**config.mk**
```make
export PLATFORM = sky130hd
export DESIGN_NAME = mem_req
export DESIGN_NICKNAME = d
export VERILOG_FILES = /design/src/verilog/cpu_pkg.sv /design/src/verilog/mem_req.sv
export SDC_FILE = /design/constraint.sdc
export NUM_CORES = 1
export LEC_CHECK = 0
export BUFFER_PORTS_ARGS = -buffer_cell sky130_fd_sc_hd__buf_2
export CORE_AREA = 2 2 72 74
export DETAILED_ROUTE_END_ITERATION = 10
export DIE_AREA = 0 0 74 76
export PLACE_DENSITY = 0.63
export SYNTH_ARGS = -nofsm -noshare
export SYNTH_HDL_FRONTEND = slang
export SYNTH_SLANG_ARGS = --single-unit
```
**constraint.sdc**
```tcl
create_clock -name vclk -period 1.31
set_input_delay 0.1965 -clock vclk [all_inputs]
set_output_delay 0.1965 -clock vclk [all_outputs]
set_load 0.02 [all_outputs]
```
**src/verilog/cpu_pkg.sv**
```systemverilog
`default_nettype none

package cpu_pkg;

    typedef logic [31:0] word_t;
    typedef logic [4:0]  reg_addr_t;
    typedef logic [3:0]  byte_en_t;
    typedef logic [1:0]  mem_size_t;
    typedef logic [6:0]  stall_t;

    localparam mem_size_t SIZE_BYTE = 2'd0;
    localparam mem_size_t SIZE_HALF = 2'd1;
    localparam mem_size_t SIZE_WORD = 2'd2;

    localparam logic STOP    = 1'b1;
    localparam logic NO_STOP = 1'b0;

    // Bit positions in stall_t, bit 0 is pc
    localparam int STG_EX  = 3;
    localparam int STG_DC  = 4;
    localparam int STG_MEM = 5;
    localparam int STG_WB  = 6;

    typedef struct packed {
        word_t     pc;
        logic      ram_en;
        logic      ram_we;
        mem_size_t size;
        logic      load_unsigned;
        logic      sel_rf_res;      // Load data to register file
        logic      rf_we;
        reg_addr_t rf_waddr;
        word_t     alu_result;      // Byte address for memory ops
        word_t     store_data;
    } ex_to_dc_t;

    typedef struct packed {
        word_t     pc;
        logic      ram_en;
        logic      ram_we;
        mem_size_t size;
        logic      load_unsigned;
        logic      sel_rf_res;
        logic      rf_we;
        reg_addr_t rf_waddr;
        word_t     alu_result;
    } dc_to_mem_t;

    typedef struct packed {
        word_t     pc;
        logic      rf_we;
        reg_addr_t rf_waddr;
        word_t     rf_wdata;
    } mem_to_wb_t;

    typedef struct packed {
        logic     en;
        byte_en_t wen;
        word_t    addr;             // Word address
        word_t    wdata;
    } sram_req_t;

endpackage

`default_nettype wire
```
**src/verilog/mem_req.sv**
```systemverilog
`timescale 1ns/100ps
`default_nettype none

module mem_req #(
    parameter int SRAM_ADDR_W = 10
) (
    input  wire                     clk,
    input  wire                     rst,
    input  wire cpu_pkg::ex_to_dc_t ex_bundle_i,
    input  wire cpu_pkg::stall_t    stall_i,
    input  wire                     flush_i,
    output cpu_pkg::sram_req_t      sram_req_o
);

    cpu_pkg::byte_en_t lanes;
    cpu_pkg::word_t    lane_data;
    logic              issue;
    logic [15:0]       issue_cnt;   // Requests issued since reset

    // Issue only on the edge the instruction enters dc
    assign issue = ex_bundle_i.ram_en && !flush_i
                   && stall_i[cpu_pkg::STG_EX] == cpu_pkg::NO_STOP;

    always_comb begin
        case (ex_bundle_i.size)
            cpu_pkg::SIZE_BYTE: begin
                lanes     = 4'b0001 << ex_bundle_i.alu_result[1:0];
                lane_data = {4{ex_bundle_i.store_data[7:0]}};
            end
            cpu_pkg::SIZE_HALF: begin
                lanes     = ex_bundle_i.alu_result[1] ? 4'b1100 : 4'b0011;
                lane_data = {2{ex_bundle_i.store_data[15:0]}};
            end
            cpu_pkg::SIZE_WORD: begin
                lanes     = 4'b1111;
                lane_data = ex_bundle_i.store_data;
            end
            default: begin
                lanes     = 4'b0000;    // Reserved code writes nothing
                lane_data = ex_bundle_i.store_data;
            end
        endcase
    end

    always_comb begin
        sram_req_o.en    = issue;
        sram_req_o.wen   = (issue && ex_bundle_i.ram_we) ? lanes : 4'b0000;
        sram_req_o.addr  = cpu_pkg::word_t'(ex_bundle_i.alu_result[SRAM_ADDR_W+1:2]);
        sram_req_o.wdata = lane_data;
    end

    always_ff @(posedge clk) begin
        if (rst) begin
            issue_cnt <= '0;
        end else if (issue) begin
            issue_cnt <= issue_cnt + 16'd1;
        end
    end

endmodule

`default_nettype wire

```
## Word-level counts from Yosys, hierarchy flattened

Index checks and enable logic that the tools add are counted.

- Register bits: 0
- Word-level logic and storage cells: 13

- Equality and inequality tests: 2
- Shifts and indexed selects: 1
- Muxes and demuxes: 4
- Bitwise logic cells: 1
- Reductions and logical operators: 5

Operators with widths:

| cell | number |
|---|---|
| one-hot mux 32 bit (2 select lines) | 1 |
| one-hot mux 4 bit (3 select lines) | 1 |
| two-way mux 4 bit | 2 |
| left shift 1 x 2 -> 4 bit (first input constant) | 1 |
| logical AND 1 bit | 3 |
| == test 2 x 1 -> 1 bit (second input constant) | 1 |
| == test 2 bit (second input constant) | 1 |
| zero test 2 bit | 1 |
| zero test 1 bit | 1 |
| NOT 1 bit | 1 |

## Longest topological paths before layout

- Word-level depth: 5
- Depth in mapped cells: 4
- Mapped depth without buffers: 3

## Worst setup path before layout

No wires, ideal clock.

- Path type: input -> output
- Start: input flush_i
- End: output sram_req_o[65] in the netlist's numbering
- Data arrival time: 954 ps
- Required time: 1113 ps
- Path slack: 160 ps
- Cell stages on the path: 3
- Buffers on the path: 0
- Path through: nor3b_1 > nand3_1 > a21oi_1

RTL lines:

| element | line | text |
|---|---|---|
| start: declaration | mem_req.sv:11 | `input wire flush_i,` |
| end: declaration | mem_req.sv:12 | `output cpu_pkg::sram_req_t sram_req_o` |

==> impl_metrics.py <==
metrics = {
    "routing": {
        "wirelength_um": 2150,
        "drtAntennaViolNets": 0,
        "vias_per_cell": 3.530,
        "wl_per_cell_um": 9.267,
        "drtPass1Iterations": 2,
        "vias": 819,
        "route.detailed.drc": 0,
        "drtIter0Drc": 4,
    },
    "cells_and_area": {
        "areaGrowthSynthToFinish_pct": 39.11,
        "drive_gt1_share_pct": 64.20,
        "seq_cells": 0,
        "regArea_sq_um": 0,
        "antennaDiodeCount": 0,
        "final_cells": 232,
        "fin_nets": 282,
        "nClkBuffers": 0,
    },
    "timing": {
        "drv_slew": 0,
        "fin_ws_ns": 0.04131,
        "finalCriticalPeriod_ns": 1.269,
        "hold_viol": 0,
        "setup_viol_count_final": 0,
        "timing.fmax_ghz": 0.7882,
        "rsz0062_at_grt": "true",
        "min_period_over_period_pct": 96.85,
        "hold_ws_ns": 0.3930,
    },
    "grt": {
        "antenna_found_initial": 0,
        "grt_usage_pct": 6.594,
        "grt_pass1_vias": 624,
        "grt_start_max_net_pins": 12,
        "grt_pass1_wl_um": 3056,
        "grt_overflow_total": 0,
    },
    "setup_path": {
        "end_kind": "output port",
        "path_buf_inv": 2,
        "crit_type": "in2out",
        "max_stage_delay_ns": 0.35,
        "arrival_ns": 1.07,
        "crit_fanout": 8,
        "cp.required_ns": 1.11,
        "startpoint_type": "primary input",
        "path_delay_family": "multiplexers",
        "crit_chain": "buf_4 -> nor2_8 -> mux2_2 -> buf_2",
        "crit_start": "ex_bundle_i[72]",
        "slowest_stage": "mux2_2",
    },
    "min_path": {
        "min_path_type": "in2out",
        "hp-start": "ex_bundle_i[43]",
    },
    "die": {
        "fp-row-count": 26,
        "start_util_pct": 15.44,
        "core_sq_um": 4912,
        "dieArea_sq_um": 5624,
        "die_h_um": 76,
        "top_level_ports": 187,
        "die_w_um": 74,
    },
    "synth": {
        "synthCells": 101,
        "yosys_warnings": 0,
        "seq_area_frac_synth_pct": 0,
        "synth.cell_area_sq_um": 758.2,
        "avgSynthCellArea_sq_um": 7.507,
        "synth.distinct_cells": 16,
    },
    "clock_network": {
        "postCtsSetupRepairBufs": 0,
    },
    "placed_design": {
        "dp_hpwl_um": 1888,
        "portBuffers": 77,
        "place_inst": 232,
        "gp_congestion": 0.6146,
        "dp_slack_ns": 0.007707,
    },
    "outcome": {
        "run_status": "finished clean",
    },
    "power_and_ir_drop": {
        "ir_drop_mv": 0.08494,
        "power_density_nw_per_um2": 421.8,
        "p_leak_nw": 0.6081,
    },
    "run": {
        "cap_violations": 0,
    },
}
==> cells in the final DEF, fill, tap and decap left out, drive strengths merged <==
cell	count
a21oi	4
nor3b	1
mux2i	8
nand2b	1
conb	22
inv	2
nand2	9
nand3	1
o21ai	10
mux2	16
buf	85
nor2	3
==> cell families (layout without fill, tap and decap cells) <==
group           after synthesis  count (layout)  share of synthesized area (%)
mux                          24              24                          34.32
buf+inv                      47              87                          45.38
simple gates                 15              15                          10.56
compound gates               14              14                          9.241
other cells                   1              22                         0.4946
==> area by class of cell <==
cell class / count / area [sq um]
well taps: 70 / 87.58
inverters: 2 / 7.507
fillers: 542 / 3857
multi-input cells: 75 / 505.5
repair buffers: 85 / 454.2
==> routing by layer <==
| metal | vias up | GRT usage [%] | wire length, um |
|---|---|---|---|
| met5 | - | 0 | 0 |
| met4 | 0 | 0.9091 | 27 |
| met3 | 8 | 1.455 | 322 |
| met2 | 72 | 11.79 | 1014 |
| met1 | 342 | 8.074 | 786 |
| li1 | 397 | - | - |
==> report_power, final <==
part | internal [W] | total [W] | switching, W
logic | 0.000174 | 0.000445 | 0.000271
registers | 0 | 0 | 0
clock network | 0 | 0 | 0
==> cell usage after synthesis <==
master    number  area share [%]
o21ai_0        2             1.3
o21ai_1        8             5.3
nand2_1        9             4.5
buf_2          2             1.3
nand3_1        1            0.66
nor2_1         2            0.99
inv_1          2            0.99
nand2b_1       1            0.83
a21oi_1        4             2.6
nor3b_1        1            0.99
nor2_8         1             2.6
buf_6          1             1.5
buf_4         42              42
conb_1         1            0.49
mux2i_1        8              11
mux2_2        16              24
==> metrics by stage <==
stage | utilization, % | instance area [sq um] | setup TNS [ns] | power [W]
floorplan | - | 837.1 | 0 | 0.0003887
global placement | 21.04 | 1033 | 0 | 0.0004400
finish | 21.47 | 1055 | 0 | 0.0004449
detailed placement | 21.04 | 1033 | 0 | 0.0004416
global route | 21.47 | 1055 | -0.05340 | 0.0004826
CTS | 21.04 | 1033 | 0 | 0.0004430
==> what timing repair did <==
item                       4_1_cts  5_1_grt
hold buffers                     0        0
setup endpoints to repair        0       15
gates resized for setup          0        7
==> path summary, 6_finish.rpt <==
check,endpoint,slack [ns],cells past startpoint
setup / recovery,sram_req_o[15],0.04,4
hold / removal,sram_req_o[41],0.39,0
No activity file was read; power rests on OpenSTA's default activity.
