## src/verilog/cpu_pkg.sv

```systemverilog
`default_nettype none

package cpu_pkg;

    typedef logic [31:0] word_t;
    typedef logic [4:0]  reg_addr_t;
    typedef logic [3:0]  byte_en_t;
    typedef logic [1:0]  mem_size_t;
    typedef logic [6:0]  stall_t;

    localparam mem_size_t SIZE_BYTE = 2'd0;
    localparam mem_size_t SIZE_HALF = 2'd1;
    localparam mem_size_t SIZE_WORD = 2'd2;

    localparam logic STOP    = 1'b1;
    localparam logic NO_STOP = 1'b0;

    // Bit positions in stall_t, bit 0 is pc
    localparam int STG_EX  = 3;
    localparam int STG_DC  = 4;
    localparam int STG_MEM = 5;
    localparam int STG_WB  = 6;

    typedef struct packed {
        word_t     pc;
        logic      ram_en;
        logic      ram_we;
        mem_size_t size;
        logic      load_unsigned;
        logic      sel_rf_res;      // Load data to register file
        logic      rf_we;
        reg_addr_t rf_waddr;
        word_t     alu_result;      // Byte address for memory ops
        word_t     store_data;
    } ex_to_dc_t;

    typedef struct packed {
        word_t     pc;
        logic      ram_en;
        logic      ram_we;
        mem_size_t size;
        logic      load_unsigned;
        logic      sel_rf_res;
        logic      rf_we;
        reg_addr_t rf_waddr;
        word_t     alu_result;
    } dc_to_mem_t;

    typedef struct packed {
        word_t     pc;
        logic      rf_we;
        reg_addr_t rf_waddr;
        word_t     rf_wdata;
    } mem_to_wb_t;

    typedef struct packed {
        logic     en;
        byte_en_t wen;
        word_t    addr;             // Word address
        word_t    wdata;
    } sram_req_t;

endpackage

`default_nettype wire
```

## src/verilog/dc.sv

```systemverilog
`timescale 1ns/100ps
`default_nettype none

module dc (
    input  wire                     clk,
    input  wire                     rst,
    input  wire                     flush_i,
    input  wire cpu_pkg::stall_t    stall_i,
    input  wire cpu_pkg::ex_to_dc_t ex_bundle_i,
    output cpu_pkg::dc_to_mem_t     dc_to_mem_o
);

    cpu_pkg::dc_to_mem_t ex_fields;

    // Store data already went out with the SRAM request
    always_comb begin
        ex_fields.pc            = ex_bundle_i.pc;
        ex_fields.ram_en        = ex_bundle_i.ram_en;
        ex_fields.ram_we        = ex_bundle_i.ram_we;
        ex_fields.size          = ex_bundle_i.size;
        ex_fields.load_unsigned = ex_bundle_i.load_unsigned;
        ex_fields.sel_rf_res    = ex_bundle_i.sel_rf_res;
        ex_fields.rf_we         = ex_bundle_i.rf_we;
        ex_fields.rf_waddr      = ex_bundle_i.rf_waddr;
        ex_fields.alu_result    = ex_bundle_i.alu_result;
    end

    always_ff @(posedge clk) begin
        if (rst || flush_i) begin
            dc_to_mem_o <= '0;
        end else if (stall_i[cpu_pkg::STG_EX] == cpu_pkg::STOP
                     && stall_i[cpu_pkg::STG_DC] == cpu_pkg::NO_STOP) begin
            dc_to_mem_o <= '0;              // Bubble
        end else if (stall_i[cpu_pkg::STG_EX] == cpu_pkg::NO_STOP) begin
            dc_to_mem_o <= ex_fields;
        end
    end

endmodule

`default_nettype wire

```

## config.mk

```make
export PLATFORM = sky130hd
export DESIGN_NAME = dc
export DESIGN_NICKNAME = d
export VERILOG_FILES = /design/src/verilog/cpu_pkg.sv /design/src/verilog/dc.sv
export SDC_FILE = /design/constraint.sdc
export NUM_CORES = 1
export LEC_CHECK = 0
export BUFFER_PORTS_ARGS = -buffer_cell sky130_fd_sc_hd__buf_2
export CAP_MARGIN = 20
export CORE_AREA = 2 2 94 96
export DETAILED_ROUTE_END_ITERATION = 10
export DIE_AREA = 0 0 96 98
export PLACE_DENSITY = 0.72
export SKIP_LAST_GASP = 1
export SLEW_MARGIN = 20
export SYNTH_ARGS = -nofsm -noshare
export SYNTH_HDL_FRONTEND = slang
export SYNTH_SLANG_ARGS = --single-unit
```

## constraint.sdc

```tcl
create_clock -name clk -period 0.93 [get_ports clk]
set_input_delay 0.186 -clock clk [delete_from_list [all_inputs] [get_ports clk]]
set_output_delay 0.186 -clock clk [all_outputs]
set_load 0.05 [all_outputs]
```

## Word-level counts from Yosys, hierarchy flattened

Cells that the tools add are included.

- Register bits: 76
- Bits in latches: 0
- Memory bits (writable): 0
- ROM bits: 0
- Bits of input ports: 118
- Output and inout bits: 76
- Word-level logic and storage cells: 13
- Memories kept: 0

- Add/subtract/negate cells: 0
- Multipliers: 0
- Divide/modulo/power cells: 0
- Magnitude comparators: 0
- Equal/unequal tests: 0
- Shift operators: 0
- Mux-type cells: 0
- Bitwise logic cells: 1
- Reductions and logical operators: 3

Operator list:

| operator | number |
|---|---|
| OR reduction 2 bit | 1 |
| logical AND 1 bit | 1 |
| logical OR 1 bit | 1 |
| inverter 1 bit | 1 |

## Logic depth before layout (Yosys ltp)

- Depth after elaboration: 3
- Mapped depth: 5
- Mapped depth without buffers: 2

## Worst setup path after synthesis

OpenSTA, ideal clock, no wires.

- Kind: flip-flop to flip-flop
- Start: reg dc_to_mem_o[23] (netlist name)
- End: reg dc_to_mem_o[23] (netlist name)
- Library setup time: 0.066 ns
- Arrival: 0.904 ns
- Data required time: 0.864 ns
- Slack: -0.040 ns
- Stages on the path, launching flop included: 3
- Path buffers: 0
- Period minus slack after synthesis: 0.970 ns
- Cell sequence: dfxtp_1 > nand3_1 > a21oi_2

RTL lines:

| item | line | source |
|---|---|---|
| end signal: assignment | dc.sv:35 | `dc_to_mem_o <= ex_fields;` |
| end: declaration | dc.sv:10 | `output cpu_pkg::dc_to_mem_t dc_to_mem_o` |

## Worst setup path after layout

- Start: reg dc_to_mem_o[74] (netlist name)
- End: out dc_to_mem_o[74] (netlist name)

No word-level cell between the ends.

==> flow_summary.ini <==
[synth]
synth.largest_area_cell = dfxtp_1
synth_compound_area_frac = 0.1706
synth_top_area_share = 0.4891
synth_top_family_by_area = simple AND/OR/NAND/NOR gates
synthMuxAreaShare = 0
ys_warn_count = 0
yosys.cell_types.count = 11
synth_xor_area_frac = 0
netlist_instances = 339
syn_avg_cell_area_sq_um = 9.175
ys_seq_area_frac = 0.4891
synthTopCellsByArea = dfxtp_1 49%, nand2b_1 15%, nand3_1 12%, a21oi_2 11%, a21oi_1 5.8%
syn-num-nets = 457
synthAdderAreaFrac = 0
synth_area_sq_um = 3110
synth-simple-area-share = 0.2772
yosys_register_bits = 76

[route]
dr.pass1.iters = 5
drt_iter0_markers = 47
final_antenna_net_count = 0
wl_per_cell_microns = 13.86
vias = 2976
drt_wl_total_mm = 8.676
viasPerCell = 4.754
drc_errors = 0

[timing]
slew_headroom = 0.8735
post-route-period-util = 1.118
maxSlewViolCount = 0
timing.final.setup_violations = 76
fin_tns_setup_ns = -7.023
fin_skew_ns = 0
fin_ws_ns = -0.1100
hold_violations = 0
finalCriticalPeriod_ns = 1.040
max_freq_ghz = 0.9615
rsz0062_at_grt = true
worst_pin_slew_ns = 0.1897

[pwr]
max-vdd-ir-drop_uv = 770.7
p_total_mw = 7.850
leakage_nw = 2.160
powerDensity_nw_per_um2 = 1481

[grt]
grt_first_pass_wirelength_mm = 13.22
grt_max_degree = 48
grt_remaining_overflow = 0
antenna_found_initial = 0
grt_pass1_vias = 2868
grt_use_total = 0.1765

[floorplan]
core_sq_um = 8466
pin_count = 194
die_w_microns = 96
start_util = 0.3674
die_y_microns = 98
die_area_sq_um = 9408
core.rowCount = 34

[finish]
fin_nets = 632
syn_to_final_growth_pct = 70.43
layout-drive-gt1-share = 0.6351
largest-register = dc_to_mem_o
diodes = 0
largest_register_ffs = 76
fillers = 694
stdcell_count = 626
reg_top3 = dc_to_mem_o (76)
design_area_sq_um = 5301

[setup_path]
cpMaxStageDelayCell = dfxtp_2
path_cells = buf_8
path_max_fanout = 2
cp_data_required_time_ns = 0.74
start_kind = register
worstSetupEndpointType = primary output
critical_path_depth = 1
rr_startpoint = dc_to_mem_o[33]
slowest_delay_ns = 0.36
r2r_setup_slack_ns = 0.10
crit_buf_inv = 1
crit_type = register to primary output
crit_arrival_ns = 0.85
critPathTopFamily = flip-flops
ff2ff_path_depth = 4
rr_endpoint = dc_to_mem_o[33]

[clocking]
clkTransAtPathRegs_ns = 0.08
cts_root_buf = clkbuf_8
cts_buffers = 9
clock_sinks = 76
cts_tree = built
hold_buffers = 0
clk_path_buf_depth = 2
clock_insertion_delay_worst_skew_ns = 0.34
cts_htree_levels = 3

[worst_hold_path]
min_from = ex_bundle_i[105]
hold_depth = 3
hold_class = input port to register
min_to = dc_to_mem_o[73]

[run_status]
violations = setup timing
outcome = complete, but fails checks

[place]
dp_hpwl_mm = 5.437
dp_cells = 583
dp_slack_ns = -0.07278
portBuffers = 156
place_congestion = 0.7325
place_area_sq_um = 4110

[job]
cap_violations = 0
## worst max-delay path by stage
stage	from	end	slack, ns
2_1_floorplan	flush_i	dc_to_mem_o[23]	-0.01
3_3_place_gp	flush_i	dc_to_mem_o[38]	-0.02
3_5_place_dp	flush_i	dc_to_mem_o[72]	-0.07
4_1_cts	dc_to_mem_o[72]	dc_to_mem_o[72]	-0.13
5_1_grt	dc_to_mem_o[41]	dc_to_mem_o[41]	-0.15
6_report	dc_to_mem_o[74]	dc_to_mem_o[74]	-0.11
## cells in the mapped netlist
cell and instances:
clkbuf_1 11, buf_4 2, buf_1 2, or2_1 1, nand2b_1 76, a21oi_1 36, dfxtp_1 76, buf_2 13
a21oi_2 40, nand3_1 76, buf_6 6
## metal layers
metal / vias to the layer above / GRT usage / wire length [microns] / part of all wire
li1: 1491 / - / - / -
met1: 1382 / 0.2066 / 3504 / 0.40
met2: 94 / 0.2970 / 4510 / 0.52
met3: 9 / 0.05401 / 545 / 0.063
met4: 0 / 0.06923 / 117 / 0.013
met5: - / 0 / 0 / 0
## cell families after synthesis
group / count (synthesis)
AOI/OAI and AO/OA: 76
buffers and inverters: 34
DFF: 76
and+or+nand+nor: 153
## stage by stage
step | util | hold slack (ns)
after floorplan | - | 0.3261
after global placement | 0.4855 | 0.4315
after detailed placement | 0.4855 | 0.4391
after CTS | 0.5992 | 0.05971
after global routing | 0.6262 | 0.06998
final | 0.6262 | 0.08182
## power by group
group / internal [mW] / total (mW) / switching [mW]
Combinational: 0.612 / 1.35 / 0.742
Sequential: 3.37 / 3.45 / 0.0849
Clock: 1.84 / 3.04 / 1.20
Total: 5.82 / 7.85 / 2.03
## cells in the final DEF (no fill, tap or decap)
cell type / n
buf_8: 71
or2_4: 1
a21oi_1: 36
a21oi_2: 40
buf_4: 37
nand3_1: 76
buf_2: 79
bufinv_16: 3
clkinvlp_4: 1
clkbuf_8: 10
dfxtp_2: 76
buf_6: 5
clkbuf_1: 1
buf_12: 6
nand2b_1: 76
## repair_timing
| action | 4_1_cts | 5_1_grt |
|---|---|---|
| resized for setup | 192 | 31 |
| setup endpoints to repair | 76 | 76 |
| buffers inserted | 13 | 15 |
## final cells by class
type / instances / area [sq um] / share of cell area
clock inverters: 4 / 97.59 / 0.01841
repair buffers: 198 / 1916 / 0.3613
clock buffers: 11 / 141.4 / 0.02667
multi-input cells: 229 / 1395 / 0.2632
well taps: 108 / 135.1 / 0.02549
flip-flops and latches: 76 / 1617 / 0.3049
Power figures use the tool's default switching activity.
