===== config.mk =====
export PLATFORM = sky130hd
export DESIGN_NAME = wb
export DESIGN_NICKNAME = d
export VERILOG_FILES = /design/src/verilog/cpu_pkg.sv /design/src/verilog/wb.sv
export SDC_FILE = /design/constraint.sdc
export NUM_CORES = 1
export LEC_CHECK = 0
export ABC_AREA = 1
export ABC_CLOCK_PERIOD_IN_PS = 800
export BUFFER_PORTS_ARGS = -buffer_cell sky130_fd_sc_hd__buf_2
export CORE_MARGIN = 1.5
export CORE_UTILIZATION = 38
export CTS_CLUSTER_SIZE = 14
export DETAILED_ROUTE_END_ITERATION = 10
export HOLD_SLACK_MARGIN = 0.05
export PLACE_DENSITY = 0.78
export SYNTH_ARGS = -nofsm -noshare
export SYNTH_HDL_FRONTEND = slang
export SYNTH_SLANG_ARGS = --single-unit
export TNS_END_PERCENT = 100

===== constraint.sdc =====
create_clock -name clk -period 0.8 [get_ports clk]
set_input_delay 0.04 -clock clk [delete_from_list [all_inputs] [get_ports clk]]
set_output_delay 0.04 -clock clk [all_outputs]
set_load 0.03 [all_outputs]

===== src/verilog/cpu_pkg.sv =====
`default_nettype none

package cpu_pkg;

    typedef logic [31:0] word_t;
    typedef logic [4:0]  reg_addr_t;
    typedef logic [3:0]  byte_en_t;
    typedef logic [1:0]  mem_size_t;
    typedef logic [6:0]  stall_t;

    localparam mem_size_t SIZE_BYTE = 2'd0;
    localparam mem_size_t SIZE_HALF = 2'd1;
    localparam mem_size_t SIZE_WORD = 2'd2;

    localparam logic STOP    = 1'b1;
    localparam logic NO_STOP = 1'b0;

    // Bit positions in stall_t, bit 0 is pc
    localparam int STG_EX  = 3;
    localparam int STG_DC  = 4;
    localparam int STG_MEM = 5;
    localparam int STG_WB  = 6;

    typedef struct packed {
        word_t     pc;
        logic      ram_en;
        logic      ram_we;
        mem_size_t size;
        logic      load_unsigned;
        logic      sel_rf_res;      // Load data to register file
        logic      rf_we;
        reg_addr_t rf_waddr;
        word_t     alu_result;      // Byte address for memory ops
        word_t     store_data;
    } ex_to_dc_t;

    typedef struct packed {
        word_t     pc;
        logic      ram_en;
        logic      ram_we;
        mem_size_t size;
        logic      load_unsigned;
        logic      sel_rf_res;
        logic      rf_we;
        reg_addr_t rf_waddr;
        word_t     alu_result;
    } dc_to_mem_t;

    typedef struct packed {
        word_t     pc;
        logic      rf_we;
        reg_addr_t rf_waddr;
        word_t     rf_wdata;
    } mem_to_wb_t;

    typedef struct packed {
        logic     en;
        byte_en_t wen;
        word_t    addr;             // Word address
        word_t    wdata;
    } sram_req_t;

endpackage

`default_nettype wire

===== src/verilog/wb.sv =====
`timescale 1ns/100ps
`default_nettype none

module wb (
    input  wire                      clk,
    input  wire                      rst,
    input  wire                      flush_i,
    input  wire cpu_pkg::stall_t     stall_i,
    input  wire cpu_pkg::mem_to_wb_t mem_to_wb_i,
    output logic                     rf_we_o,
    output cpu_pkg::reg_addr_t       rf_waddr_o,
    output cpu_pkg::word_t           rf_wdata_o,
    output cpu_pkg::word_t           wb_pc_o
);

    cpu_pkg::mem_to_wb_t wb_in;
    cpu_pkg::mem_to_wb_t wb_q;

    always_comb begin
        wb_in       = mem_to_wb_i;
        wb_in.rf_we = mem_to_wb_i.rf_we && mem_to_wb_i.rf_waddr != 5'd0;  // r0 stays zero
    end

    always_ff @(posedge clk) begin
        if (rst || flush_i) begin
            wb_q <= '0;
        end else if (stall_i[cpu_pkg::STG_MEM] == cpu_pkg::STOP
                     && stall_i[cpu_pkg::STG_WB] == cpu_pkg::NO_STOP) begin
            wb_q <= '0;
        end else if (stall_i[cpu_pkg::STG_MEM] == cpu_pkg::NO_STOP) begin
            wb_q <= wb_in;
        end
    end

    assign rf_we_o    = wb_q.rf_we;
    assign rf_waddr_o = wb_q.rf_waddr;
    assign rf_wdata_o = wb_q.rf_wdata;
    assign wb_pc_o    = wb_q.pc;

endmodule

`default_nettype wire


Yosys cells after proc, flatten, opt, wreduce, memory -nomap -nowiden
Index checks and enable logic that the tools add are counted.
Storage, ports and cells
  word-level logic and storage cells: 10
  output and inout port bits: 70
  bits of input ports: 80
  bits in registers: 70
Operators by class
  reduce and logical (&&, ||, !) cells: 5
  bitwise operators: 1
Operators by type and width (number)
  5-bit nonzero test: 1
  1-bit logical AND: 2
  2-bit OR reduction: 1
  1-bit logical OR: 1
  1-bit NOT: 1

Logic depth before layout (Yosys ltp)
  depth after elaboration: 3
  gate-level depth with buffers: 6
  mapped depth without buffers: 4

Worst setup path before layout
OpenSTA, ideal clock, no wires.
  path type: input -> register
  start: input stall_i[5]
  end: register wb_q (netlist bit rf_waddr_o[0])
  cell stages on the path: 5
  path slack: 0.033 ns
  library setup time: 0.120 ns
  arrival: 0.648 ns
  path buffers: 2
  required time: 0.680 ns
  cells stage by stage: buf_4 > inv_2 > o21ai_2 > buf_2 > a21oi_1
On the way
  word-level cells in the longest chain between the ends: 2
Ends and longest elaborated chain
  start: declaration: line wb.sv:8  | input wire cpu_pkg::stall_t stall_i,
  1-bit logical AND: line wb.sv:28  | && stall_i[cpu_pkg::STG_WB] == cpu_pkg::NO_STOP) begin
  2-bit OR reduction (no line)
  end signal: assignment: line wb.sv:31  | wb_q <= wb_in;
  end: declaration: line wb.sv:17  | cpu_pkg::mem_to_wb_t wb_q;
Parallel ways exist; a longest one is shown, timed or not.
A chain may end at the register's enable or synchronous reset.

Final worst setup path
  start: register wb_q (netlist bit wb_pc_o[25])
  end: output wb_pc_o[25]
RTL lines
  end: declaration: line wb.sv:13  | output cpu_pkg::word_t wb_pc_o
No word-level cell between the ends.

==> impl_metrics.json <==
{
  "max_freq_mhz": 1159,
  "cpPeakStageDelay_ns": 0.36,
  "crit_family": "flip-flops",
  "synth_top_family_by_area": "simple AND/OR/NAND/NOR gates",
  "clock-root-buffer": "clkbuf_8",
  "dp_hpwl_mm": 4.400,
  "ir_worst_vdd_v": 0.001773,
  "gp_congestion": 0.7394,
  "rows": 28,
  "rsz0062_at_grt": "yes",
  "synth_cell_type_count": 12,
  "syn_inst": 311,
  "yosys.area.top_type": "dfxtp_1",
  "cp_max_fo": 2,
  "yosys.area_share.simple_pct": 22.45,
  "hp-class": "primary input to register",
  "power.density_nw_per_um2": 1558,
  "synthAdderAreaFrac_pct": 0,
  "wire_per_inst_um": 15.42,
  "final_hold_viol_count": 0,
  "synth_seq_area_share_pct": 57.67,
  "avgSynthCellArea_um2": 7.813,
  "hold_slack_ns": 0.1537,
  "critPathCaptureType": "output port",
  "track_usage_pct": 27.34,
  "slowest_stage": "dfxtp_2",
  "die_area_um2": 6883,
  "violations": "setup timing",
  "crit_chain": "buf_6",
  "worst_slack_ns": -0.06298,
  "drt_iter0_drc": 97,
  "grt_pass1_wl_mm": 15.01,
  "io_pins": 150,
  "numCtsBuffers": 9,
  "viasPerCell": 4.907,
  "p_leak_uw": 0.002182,
  "cts_tree": "yes",
  "synth_mux_area_share_pct": 0,
  "grt_max_degree": 41,
  "setup_viol": 72,
  "synth-compound-area-share_pct": 14.78,
  "ys_ff_latch": 70,
  "clk_pin_slew_ns": 0.07,
  "grt-ovfl-total": 0,
  "relSlewSlack_pct": 87.28,
  "critPathKind": "register to output port",
  "drc": 0,
  "tightestPinTransition_ns": 0.1901,
  "drv_cap": 0,
  "yosys_warnings": 0,
  "ys_top_cells_by_area": "dfxtp_1 58%, nand2_1 22%, a21oi_1 14%, buf_2 2.5%, clkbuf_1 1.1%",
  "initial_core_util_pct": 40.09,
  "io_buffers": 144,
  "insertion_delay_ns": 0.33,
  "grt_pass1_vias": 3136,
  "setup_tns_ns": -2.571,
  "htree_levels": 3,
  "cp.required_ns": 0.76,
  "core_um2": 6061,
  "antenna_cells": 0,
  "critPathBufInv": 1,
  "ctsLongestPathBuffers": 2,
  "cts.sinks": 70,
  "dp.cells": 521,
  "finalCritPeriodShare_pct": 107.9,
  "first_pass_iters": 5,
  "worstPathArrival_ns": 0.82,
  "netlist.area_leader.share_pct": 57.67,
  "startpoint_type": "register",
  "area_growth_pct": 100.6,
  "syn_nets": 391,
  "layout-drive-gt1-share_pct": 48.54,
  "synthXorXnorAreaFrac_pct": 0,
  "antenna_found_initial": 0,
  "via_count": 3057,
  "fin_skew_ns": 0,
  "status": "complete, but fails checks",
  "drt.antenna.violating_nets": 0,
  "syn_area_um2": 2430,
  "wl_mm": 9.607,
  "chipHeight_um": 82.97,
  "finalCriticalPeriod_ns": 0.8630,
  "final_core_util_pct": 80.41,
  "final-max-slew-violation-count": 0,
  "num-nets-final": 625,
  "fin_cells": 623,
  "die_w_um": 82.97
}
## path summary, 6_finish.rpt
path              slack [ns]                       end                startpoint  cells after the start
hold / removal          0.15      rf_we_o$_SDFFE_PP0N_                stall_i[5]                      4
hold reg to reg         0.47  wb_pc_o[12]$_SDFFE_PP0N_  wb_pc_o[12]$_SDFFE_PP0N_                      2
setup reg to reg           0   wb_pc_o[0]$_SDFFE_PP0N_   wb_pc_o[0]$_SDFFE_PP0N_                      4
setup / recovery       -0.06               wb_pc_o[25]  wb_pc_o[25]$_SDFFE_PP0N_                      1
## cells by family after synthesis
kind of cell	Yosys count
DFF	70
AOI/OAI and AO/OA	71
buffers and inverters	25
and+or+nand+nor	145
## power breakdown
| group | internal, uW | total (uW) | switching (uW) |
|---|---|---|---|
| registers | 3600 | 3670 | 71.8 |
| clock network | 1340 | 2580 | 1230 |
| logic | 710 | 1350 | 641 |
| total | 5650 | 7590 | 1940 |
## cells in the mapped netlist
master,count
o21ai_2,1
buf_2,12
dfxtp_1,70
buf_4,2
a21oi_1,70
nand2_1,140
nand3_1,1
buf_6,1
clkbuf_1,7
inv_1,2
inv_2,1
nor2_1,4
## per-layer routing
| metal | vias up | routed length (um) | track usage (%) |
|---|---|---|---|
| li1 | 1457 | - | - |
| met1 | 1400 | 3327 | 25.80 |
| met2 | 154 | 5170 | 49.96 |
| met3 | 46 | 566 | 8.250 |
| met4 | 0 | 543 | 19.24 |
| met5 | - | 0 | 0 |
## what timing repair did
item | CTS | global route
endpoints found under the setup margin | 70 | 72
gates resized for setup | 210 | 6
pin swaps | 0 | 4
setup buffers | 5 | 16
endpoints found under the hold margin | 70 | 0
hold buffers | 70 | 0
## flip-flops by register name (all words and copies together) (netlist names)
signal	cells
rf_we_o	1
wb_pc_o	32
rf_wdata_o	32
rf_waddr_o	5
## placed cells by master (no fill, tap or decap)
cell type,instances
a21oi_1,67
a21oi_2,3
buf_12,6
buf_2,71
buf_4,28
buf_6,70
clkbuf_1,1
clkbuf_8,12
clkinv_2,1
dfxtp_2,70
dlygate4sd3_1,70
inv_1,2
inv_2,1
nand2_1,138
nand2_2,2
nand3_1,1
nor2_1,3
nor2_2,1
o21ai_4,1
## area by class of cell
cell class              instances  area, um^2
flip-flops and latches         70        1489
fillers                       347        1187
clock inverters                 1       5.005
clock buffers                  13       168.9
well taps                      75       93.84
inverters                       3       11.26
multi-input cells             216       930.9
repair buffers                245        2175
## stage by stage
step | total power (uW) | worst slack (ns) | area (um^2)
4_1_cts | 7522 | -0.06053 | 4750
6_report | 7594 | -0.06298 | 4873
3_5_place_dp | 4587 | -0.09500 | 3312
3_3_place_gp | 4575 | -0.06761 | 3312
5_1_grt | 7916 | -0.1110 | 4873
2_1_floorplan | 4182 | 0.03288 | 2430
Note: power is estimated with default switching activity, not from simulation.
