**config.mk**
```make
export PLATFORM = sky130hd
export DESIGN_NAME = mem
export DESIGN_NICKNAME = d
export VERILOG_FILES = /design/src/verilog/cpu_pkg.sv /design/src/verilog/mem.sv
export SDC_FILE = /design/constraint.sdc
export NUM_CORES = 1
export LEC_CHECK = 0
export BUFFER_PORTS_ARGS = -buffer_cell sky130_fd_sc_hd__buf_4
export CORE_UTILIZATION = 44
export CTS_CLUSTER_DIAMETER = 60
export DETAILED_ROUTE_END_ITERATION = 10
export PLACE_DENSITY = 0.8
export SYNTH_ARGS = -nofsm -noshare
export SYNTH_HDL_FRONTEND = slang
export SYNTH_SLANG_ARGS = --single-unit
```
**constraint.sdc**
```tcl
create_clock -name clk -period 1.48 [get_ports clk]
set_clock_uncertainty 0.1 [all_clocks]
set_input_delay 0 -clock clk [delete_from_list [all_inputs] [get_ports clk]]
set_output_delay 0 -clock clk [all_outputs]
set_load 0.005 [all_outputs]
```
**src/verilog/cpu_pkg.sv**
```systemverilog
`default_nettype none

package cpu_pkg;

    typedef logic [31:0] word_t;
    typedef logic [4:0]  reg_addr_t;
    typedef logic [3:0]  byte_en_t;
    typedef logic [1:0]  mem_size_t;
    typedef logic [6:0]  stall_t;

    localparam mem_size_t SIZE_BYTE = 2'd0;
    localparam mem_size_t SIZE_HALF = 2'd1;
    localparam mem_size_t SIZE_WORD = 2'd2;

    localparam logic STOP    = 1'b1;
    localparam logic NO_STOP = 1'b0;

    // Bit positions in stall_t, bit 0 is pc
    localparam int STG_EX  = 3;
    localparam int STG_DC  = 4;
    localparam int STG_MEM = 5;
    localparam int STG_WB  = 6;

    typedef struct packed {
        word_t     pc;
        logic      ram_en;
        logic      ram_we;
        mem_size_t size;
        logic      load_unsigned;
        logic      sel_rf_res;      // Load data to register file
        logic      rf_we;
        reg_addr_t rf_waddr;
        word_t     alu_result;      // Byte address for memory ops
        word_t     store_data;
    } ex_to_dc_t;

    typedef struct packed {
        word_t     pc;
        logic      ram_en;
        logic      ram_we;
        mem_size_t size;
        logic      load_unsigned;
        logic      sel_rf_res;
        logic      rf_we;
        reg_addr_t rf_waddr;
        word_t     alu_result;
    } dc_to_mem_t;

    typedef struct packed {
        word_t     pc;
        logic      rf_we;
        reg_addr_t rf_waddr;
        word_t     rf_wdata;
    } mem_to_wb_t;

    typedef struct packed {
        logic     en;
        byte_en_t wen;
        word_t    addr;             // Word address
        word_t    wdata;
    } sram_req_t;

endpackage

`default_nettype wire
```
**src/verilog/mem.sv**
```systemverilog
`timescale 1ns/100ps
`default_nettype none

module mem (
    input  wire                      clk,
    input  wire                      rst,
    input  wire                      flush_i,
    input  wire cpu_pkg::stall_t     stall_i,
    input  wire cpu_pkg::dc_to_mem_t dc_to_mem_i,
    input  wire cpu_pkg::word_t      sram_rdata_i,
    output cpu_pkg::mem_to_wb_t      mem_to_wb_o
);

    cpu_pkg::dc_to_mem_t dc_q;
    cpu_pkg::word_t      rdata_q;
    cpu_pkg::word_t      load_result;
    logic [7:0]          ld_byte;
    logic [15:0]         ld_half;

    always_ff @(posedge clk) begin
        if (rst || flush_i) begin
            dc_q <= '0;
        end else if (stall_i[cpu_pkg::STG_DC] == cpu_pkg::STOP
                     && stall_i[cpu_pkg::STG_MEM] == cpu_pkg::NO_STOP) begin
            dc_q <= '0;
        end else if (stall_i[cpu_pkg::STG_DC] == cpu_pkg::NO_STOP) begin
            dc_q <= dc_to_mem_i;
        end
    end

    // Read word travels alongside its instruction
    always_ff @(posedge clk) begin
        if (stall_i[cpu_pkg::STG_DC] == cpu_pkg::NO_STOP) begin
            rdata_q <= sram_rdata_i;
        end
    end

    always_comb begin
        ld_byte = rdata_q[{dc_q.alu_result[1:0], 3'b000} +: 8];
        ld_half = rdata_q[{dc_q.alu_result[1], 4'b0000} +: 16];
        case (dc_q.size)
            cpu_pkg::SIZE_BYTE: begin
                if (dc_q.load_unsigned) begin
                    load_result = {24'b0, ld_byte};
                end else begin
                    load_result = {{24{ld_byte[7]}}, ld_byte};
                end
            end
            cpu_pkg::SIZE_HALF: begin
                if (dc_q.load_unsigned) begin
                    load_result = {16'b0, ld_half};
                end else begin
                    load_result = {{16{ld_half[15]}}, ld_half};
                end
            end
            cpu_pkg::SIZE_WORD: begin
                load_result = rdata_q;
            end
            default: begin
                load_result = rdata_q;
            end
        endcase
    end

    always_comb begin
        mem_to_wb_o.pc       = dc_q.pc;
        mem_to_wb_o.rf_we    = dc_q.rf_we;
        mem_to_wb_o.rf_waddr = dc_q.rf_waddr;
        mem_to_wb_o.rf_wdata = dc_q.sel_rf_res ? load_result : dc_q.alu_result;
    end

endmodule

`default_nettype wire

```
## Word level (Yosys, flattened, before mapping)

Index checks and enable logic that the tools add are counted.

| operators by class | value |
|---|---|
| equal/unequal tests | 1 |
| shifts and indexed selects | 2 |
| mux-type cells | 4 |
| bitwise gates (word level) | 1 |
| reduce and logical (&&, ||, !) cells | 4 |

Operators by type and width:

| operator | number |
|---|---|
| $mux W32 | 3 |
| $pmux W32 S2 | 1 |
| $shiftx A32 B6 Y16 | 1 |
| $shiftx A32 B6 Y8 | 1 |
| $eq A2 B1 Y1 const B | 1 |
| $logic_not A2 Y1 | 1 |
| $reduce_or A2 Y1 | 1 |
| $logic_and A1 B1 Y1 | 1 |
| $logic_or A1 B1 Y1 | 1 |
| $not A1 Y1 | 1 |

| storage, ports and cells | value |
|---|---|
| register bits after elaboration | 106 |

## Depth between registers and ports, before layout

| logic depth | value |
|---|---|
| word-level depth | 4 |
| depth in mapped cells | 6 |
| mapped depth without buffers | 4 |

## Least setup slack after synthesis

Ideal clock, no wire load.

| timing path | value |
|---|---|
| path kind | reg-to-output |
| from | register dc_q[1] (netlist name) |
| to | output mem_to_wb_o[23] (netlist name) |
| arrival | 1.496 ns |
| data required time | 1.380 ns |
| slack | -0.116 ns |
| cell stages (with the launch flop) | 7 |
| path buffers | 2 |
| cells stage by stage | dfxtp_1 buf_6 mux2_2 o21ai_0 a211oi_4 buf_6 a211o_2 |

RTL lines:

| what | RTL line | RTL |
|---|---|---|
| from (decl) | mem.sv:14 | `cpu_pkg::dc_to_mem_t dc_q;` |
| from (signal assigned) | mem.sv:27 | `dc_q <= dc_to_mem_i;` |
| to (decl) | mem.sv:11 | `output cpu_pkg::mem_to_wb_t mem_to_wb_o` |

==> summary.md <==
| Metric | Value |
|---|---|
| Data required time at the worst endpoint | `roughly 1400 ps` |
| # setup viols final | `32` |
| Most frequent cells in the layout | `203 x buf_4, 109 x dlygate4sd3_1, 78 x nor2_1` |
| Setup WS pre-CTS | `-481 ps` |
| Reg-to-Reg Start | `mem_to_wb_o[56]` |
| Gpl congestion | `0.898` |
| Total global routing track utilization | `between 20% and 30%` |
| Register-to-register setup slack | `~220 ps` |
| ANT nets after route | `0` |
| CP Data Arrival Time | `between 1500 and 2000 ps` |
| Start point of the worst hold path | `stall_i[5]` |
| Largest net degree at the start of global routing | `between 70 and 80` |
| Slew @ Worst Pin | `526 ps` |
| Cts bufs inserted | `9` |
| Clock share of power | `between 20% and 30%` |
| WHS Path Cells | `4` |
| Most common cell after layout, fill and taps aside | `buf_4` |
| Vias in the first global route | `around 4400` |
| Clock buffer depth | `2` |
| Final setup margin | `-550 ps` |
| Post-synth EDFFs | `32` |
| Clock latency on the worst-skew pair | `roughly 350 ps` |
| Lkg Pwr | `roughly 3.4 nW` |
| Sw Ratio | `between 20% and 30%` |
| Cell Count, Final, Fillers Out | `835` |
| Final min period | `just over 2000 ps` |
| Post-route cell area | `7540 um2` |
| Worst r2r dst | `mem_to_wb_o[56]` |
| Crit start category | `register` |
| Full die area | `11000 um2` |
| Net switching power | `between 0.0015 and 0.002 W` |
| Row cnt | `37` |
| Area growth from synthesis to layout | `62.0%` |
| Seq pwr share | `a little over half` |
| Cell internal pwr | `~0.0045 W` |
| Status | `complete, but fails checks` |
| Register area share after synthesis | `around 52%` |
| DRC Markers | `0` |
| WL final | `14.2 mm` |
| Achievable frequency | `0.493 GHz` |
| Setup TNS | `-16290 ps` |
| Maximum VDD drop | `approximately 640 uV` |
| Slowest CP cell | `dfxtp_4` |
| Placeable Area | `~10000 um2` |
| Hold Path End | `dc_q[39]` |
| First-pass GRT wire length | `21.9 mm` |
| Drt initial violations | `261` |
| Max Cap Viol | `0` |
| Syn avg cell area | `11.0 um2` |
| Chip width | `roughly 100 um` |
| Placed Area | `roughly 6000 um2` |
| Worst setup EP type | `primary output` |
| Clock sinks | `~110` |
| Share of cells above drive strength 1 | `around two fifths` |
| Total I/O pin count | `~190` |
| Ys Warns | `0` |
| Syn_nets | `542` |
| Initial antenna violation count | `0` |
| Kind of critical path | `register to primary output` |
| Syn Inst Count | `~420` |
| CTS tree | `yes` |
| Worst hold slack | `-1.01 ps` |
| FF+latch count, synth | `~110` |
| Max-slew violations | `0` |
| RSZ-0062 raised after global routing | `yes` |
| CP delay by family, top | `compound AO/OA/AOI/OAI gates` |
| Cells after DPL | `between 700 and 800` |
| Vias | `4204` |
| Synth Cell Area | `between 4000 and 5000 um2` |
| Fin nets | `just over 800` |
| DP Wirelength | `8.96 mm` |
| Slowest cell delay on critical path | `380 ps` |
| Die Span Y | `roughly 100 um` |
| H-tree depth | `3` |
| Detailed Routing Iterations Pass 1 | `4` |
| Buf+Inv Stages, Crit Path | `2` |
| CTS Root Cell | `clkbuf_8` |
| Starting density of the core | `a little under half` |
| CP Max Fanout | `16` |
| Post-synthesis async set-or-reset flop share | `0%` |
| Wire length per cell | `about 17 um` |
| Worst-path cell chain | `mux2i_1 > or3_4 > a211oi_4 > buf_12 > a221o_1 > buf_4` |
| Antenna cells | `0` |
| Clock Pin Slew Worst Setup and Hold Paths | `roughly 110 ps` |
| Final Cycle Share | `137%` |
| Via/cell ratio | `5.03` |
| Synth unique cells | `33` |
| Slew HR | `65.0%` |
| GRT overflow | `0` |
| I/O Buffers | `between 150 and 200` |
| Top_reg_cell synth | `dfxtp_1` |
| Final Hold Vio Count | `1` |
| Failing checks | `negative hold slack, negative setup slack` |
| Worst hold path class | `primary input to register` |
| Power density over cell area | `just under 800 nW/um2` |
| FF-to-FF path depth | `3` |
| Logic pwr share | `a little under a fifth` |
worst max path at each step:
stage,cells past startpoint,to,start
finish,6,mem_to_wb_o[18],dc_q[1]
global route,6,mem_to_wb_o[17],dc_q[1]
CTS,6,mem_to_wb_o[20],dc_q[1]
detailed placement,5,mem_to_wb_o[27],dc_q[1]
global placement,5,mem_to_wb_o[28],dc_q[1]
floorplan,6,mem_to_wb_o[22],dc_q[1]
per-stage QoR:
| stage | power, W | utilization, % | hold WS [ps] |
|---|---|---|---|
| after floorplan | 0.00363 | - | -1.13 |
| after global placement | 0.00404 | 58.7 | 79.3 |
| after detailed placement | 0.00406 | 58.7 | 79.3 |
| after CTS | 0.00601 | 72.9 | 0.0462 |
| after global routing | 0.00624 | 73.3 | 23.3 |
| final | 0.00600 | 73.3 | -1.01 |
cell usage after synthesis, types with 3 or more instances:
master	n	area [um2]
nand2_1	13	48.8
buf_2	9	45.0
a21oi_1	13	65.1
dfxtp_1	74	1480
nor2b_1	6	37.5
nor2_1	78	293
buf_4	38	285
and3_1	3	18.8
a32o_1	5	50.1
a221o_1	12	120
mux2i_1	75	751
edfxtp_1	32	961
mux2_2	9	101
a221o_2	7	78.8
o22ai_1	8	50.1
nand3b_1	3	22.5
o21ai_0	4	20.0
a211o_2	3	30.0
clkbuf_1	13	48.8
buf_1	3	11.3
layout make-up:
| class | instances | area [um2] |
|---|---|---|
| clock buffers | 9 | 124 |
| clock inverters | 7 | 62.6 |
| fillers | 703 | 2740 |
| inverters | 4 | 18.8 |
| multi-input cells | 249 | 1920 |
| flip-flops and latches | 106 | 2450 |
| well taps | 136 | 170 |
| repair buffers | 324 | 2800 |
logic make-up after synthesis:
| logic type | after synthesis | share of synthesized area [%] |
|---|---|---|
| simple gates | 107 | 9.73 |
| mux | 84 | 18.3 |
| buf+inv | 69 | 9.20 |
| flops | 106 | 52.5 |
| compound gates | 58 | 10.3 |
flip-flops by register name, summed over array words and instances (netlist names):
name and count:
dc_q 36, mem_to_wb_o 38, rdata_q 32
worst register-to-register path: cells and delay by family, from the launching register on:
family / cells / cell delay [ps]
mux: 1 / 120
simple gates: 1 / 50
buf+inv: 1 / 560
flops: 1 / 330
timing repair:
item                                    CTS  global route
resized for setup                        33             6
pin swaps                                15             3
buffers inserted                          5             2
endpoints found under the setup margin   32            32
cloned                                    0             0
hold buffers                            109             0
hold endpoints to repair                106             0
power groups by stage:
stage / combinational [W] / sequential (W) / clock (W)
2_1_floorplan: 0.000396 / 0.00323 / 0
3_3_place_gp: 0.000765 / 0.00327 / 0
3_5_place_dp: 0.000785 / 0.00328 / 0
4_1_cts: 0.00106 / 0.00321 / 0.00173
5_1_grt: 0.00116 / 0.00323 / 0.00186
6_report: 0.00109 / 0.00322 / 0.00169
routing by layer:
layer | global-route usage [%] | routed length (um) | vias up
li1 | - | - | 2007
met1 | 31.4 | 5850 | 1969
met2 | 43.7 | 6950 | 198
met3 | 4.80 | 1020 | 30
met4 | 9.96 | 354 | 0
met5 | 0 | 0 | -
Note: power is estimated with default switching activity, not from simulation.
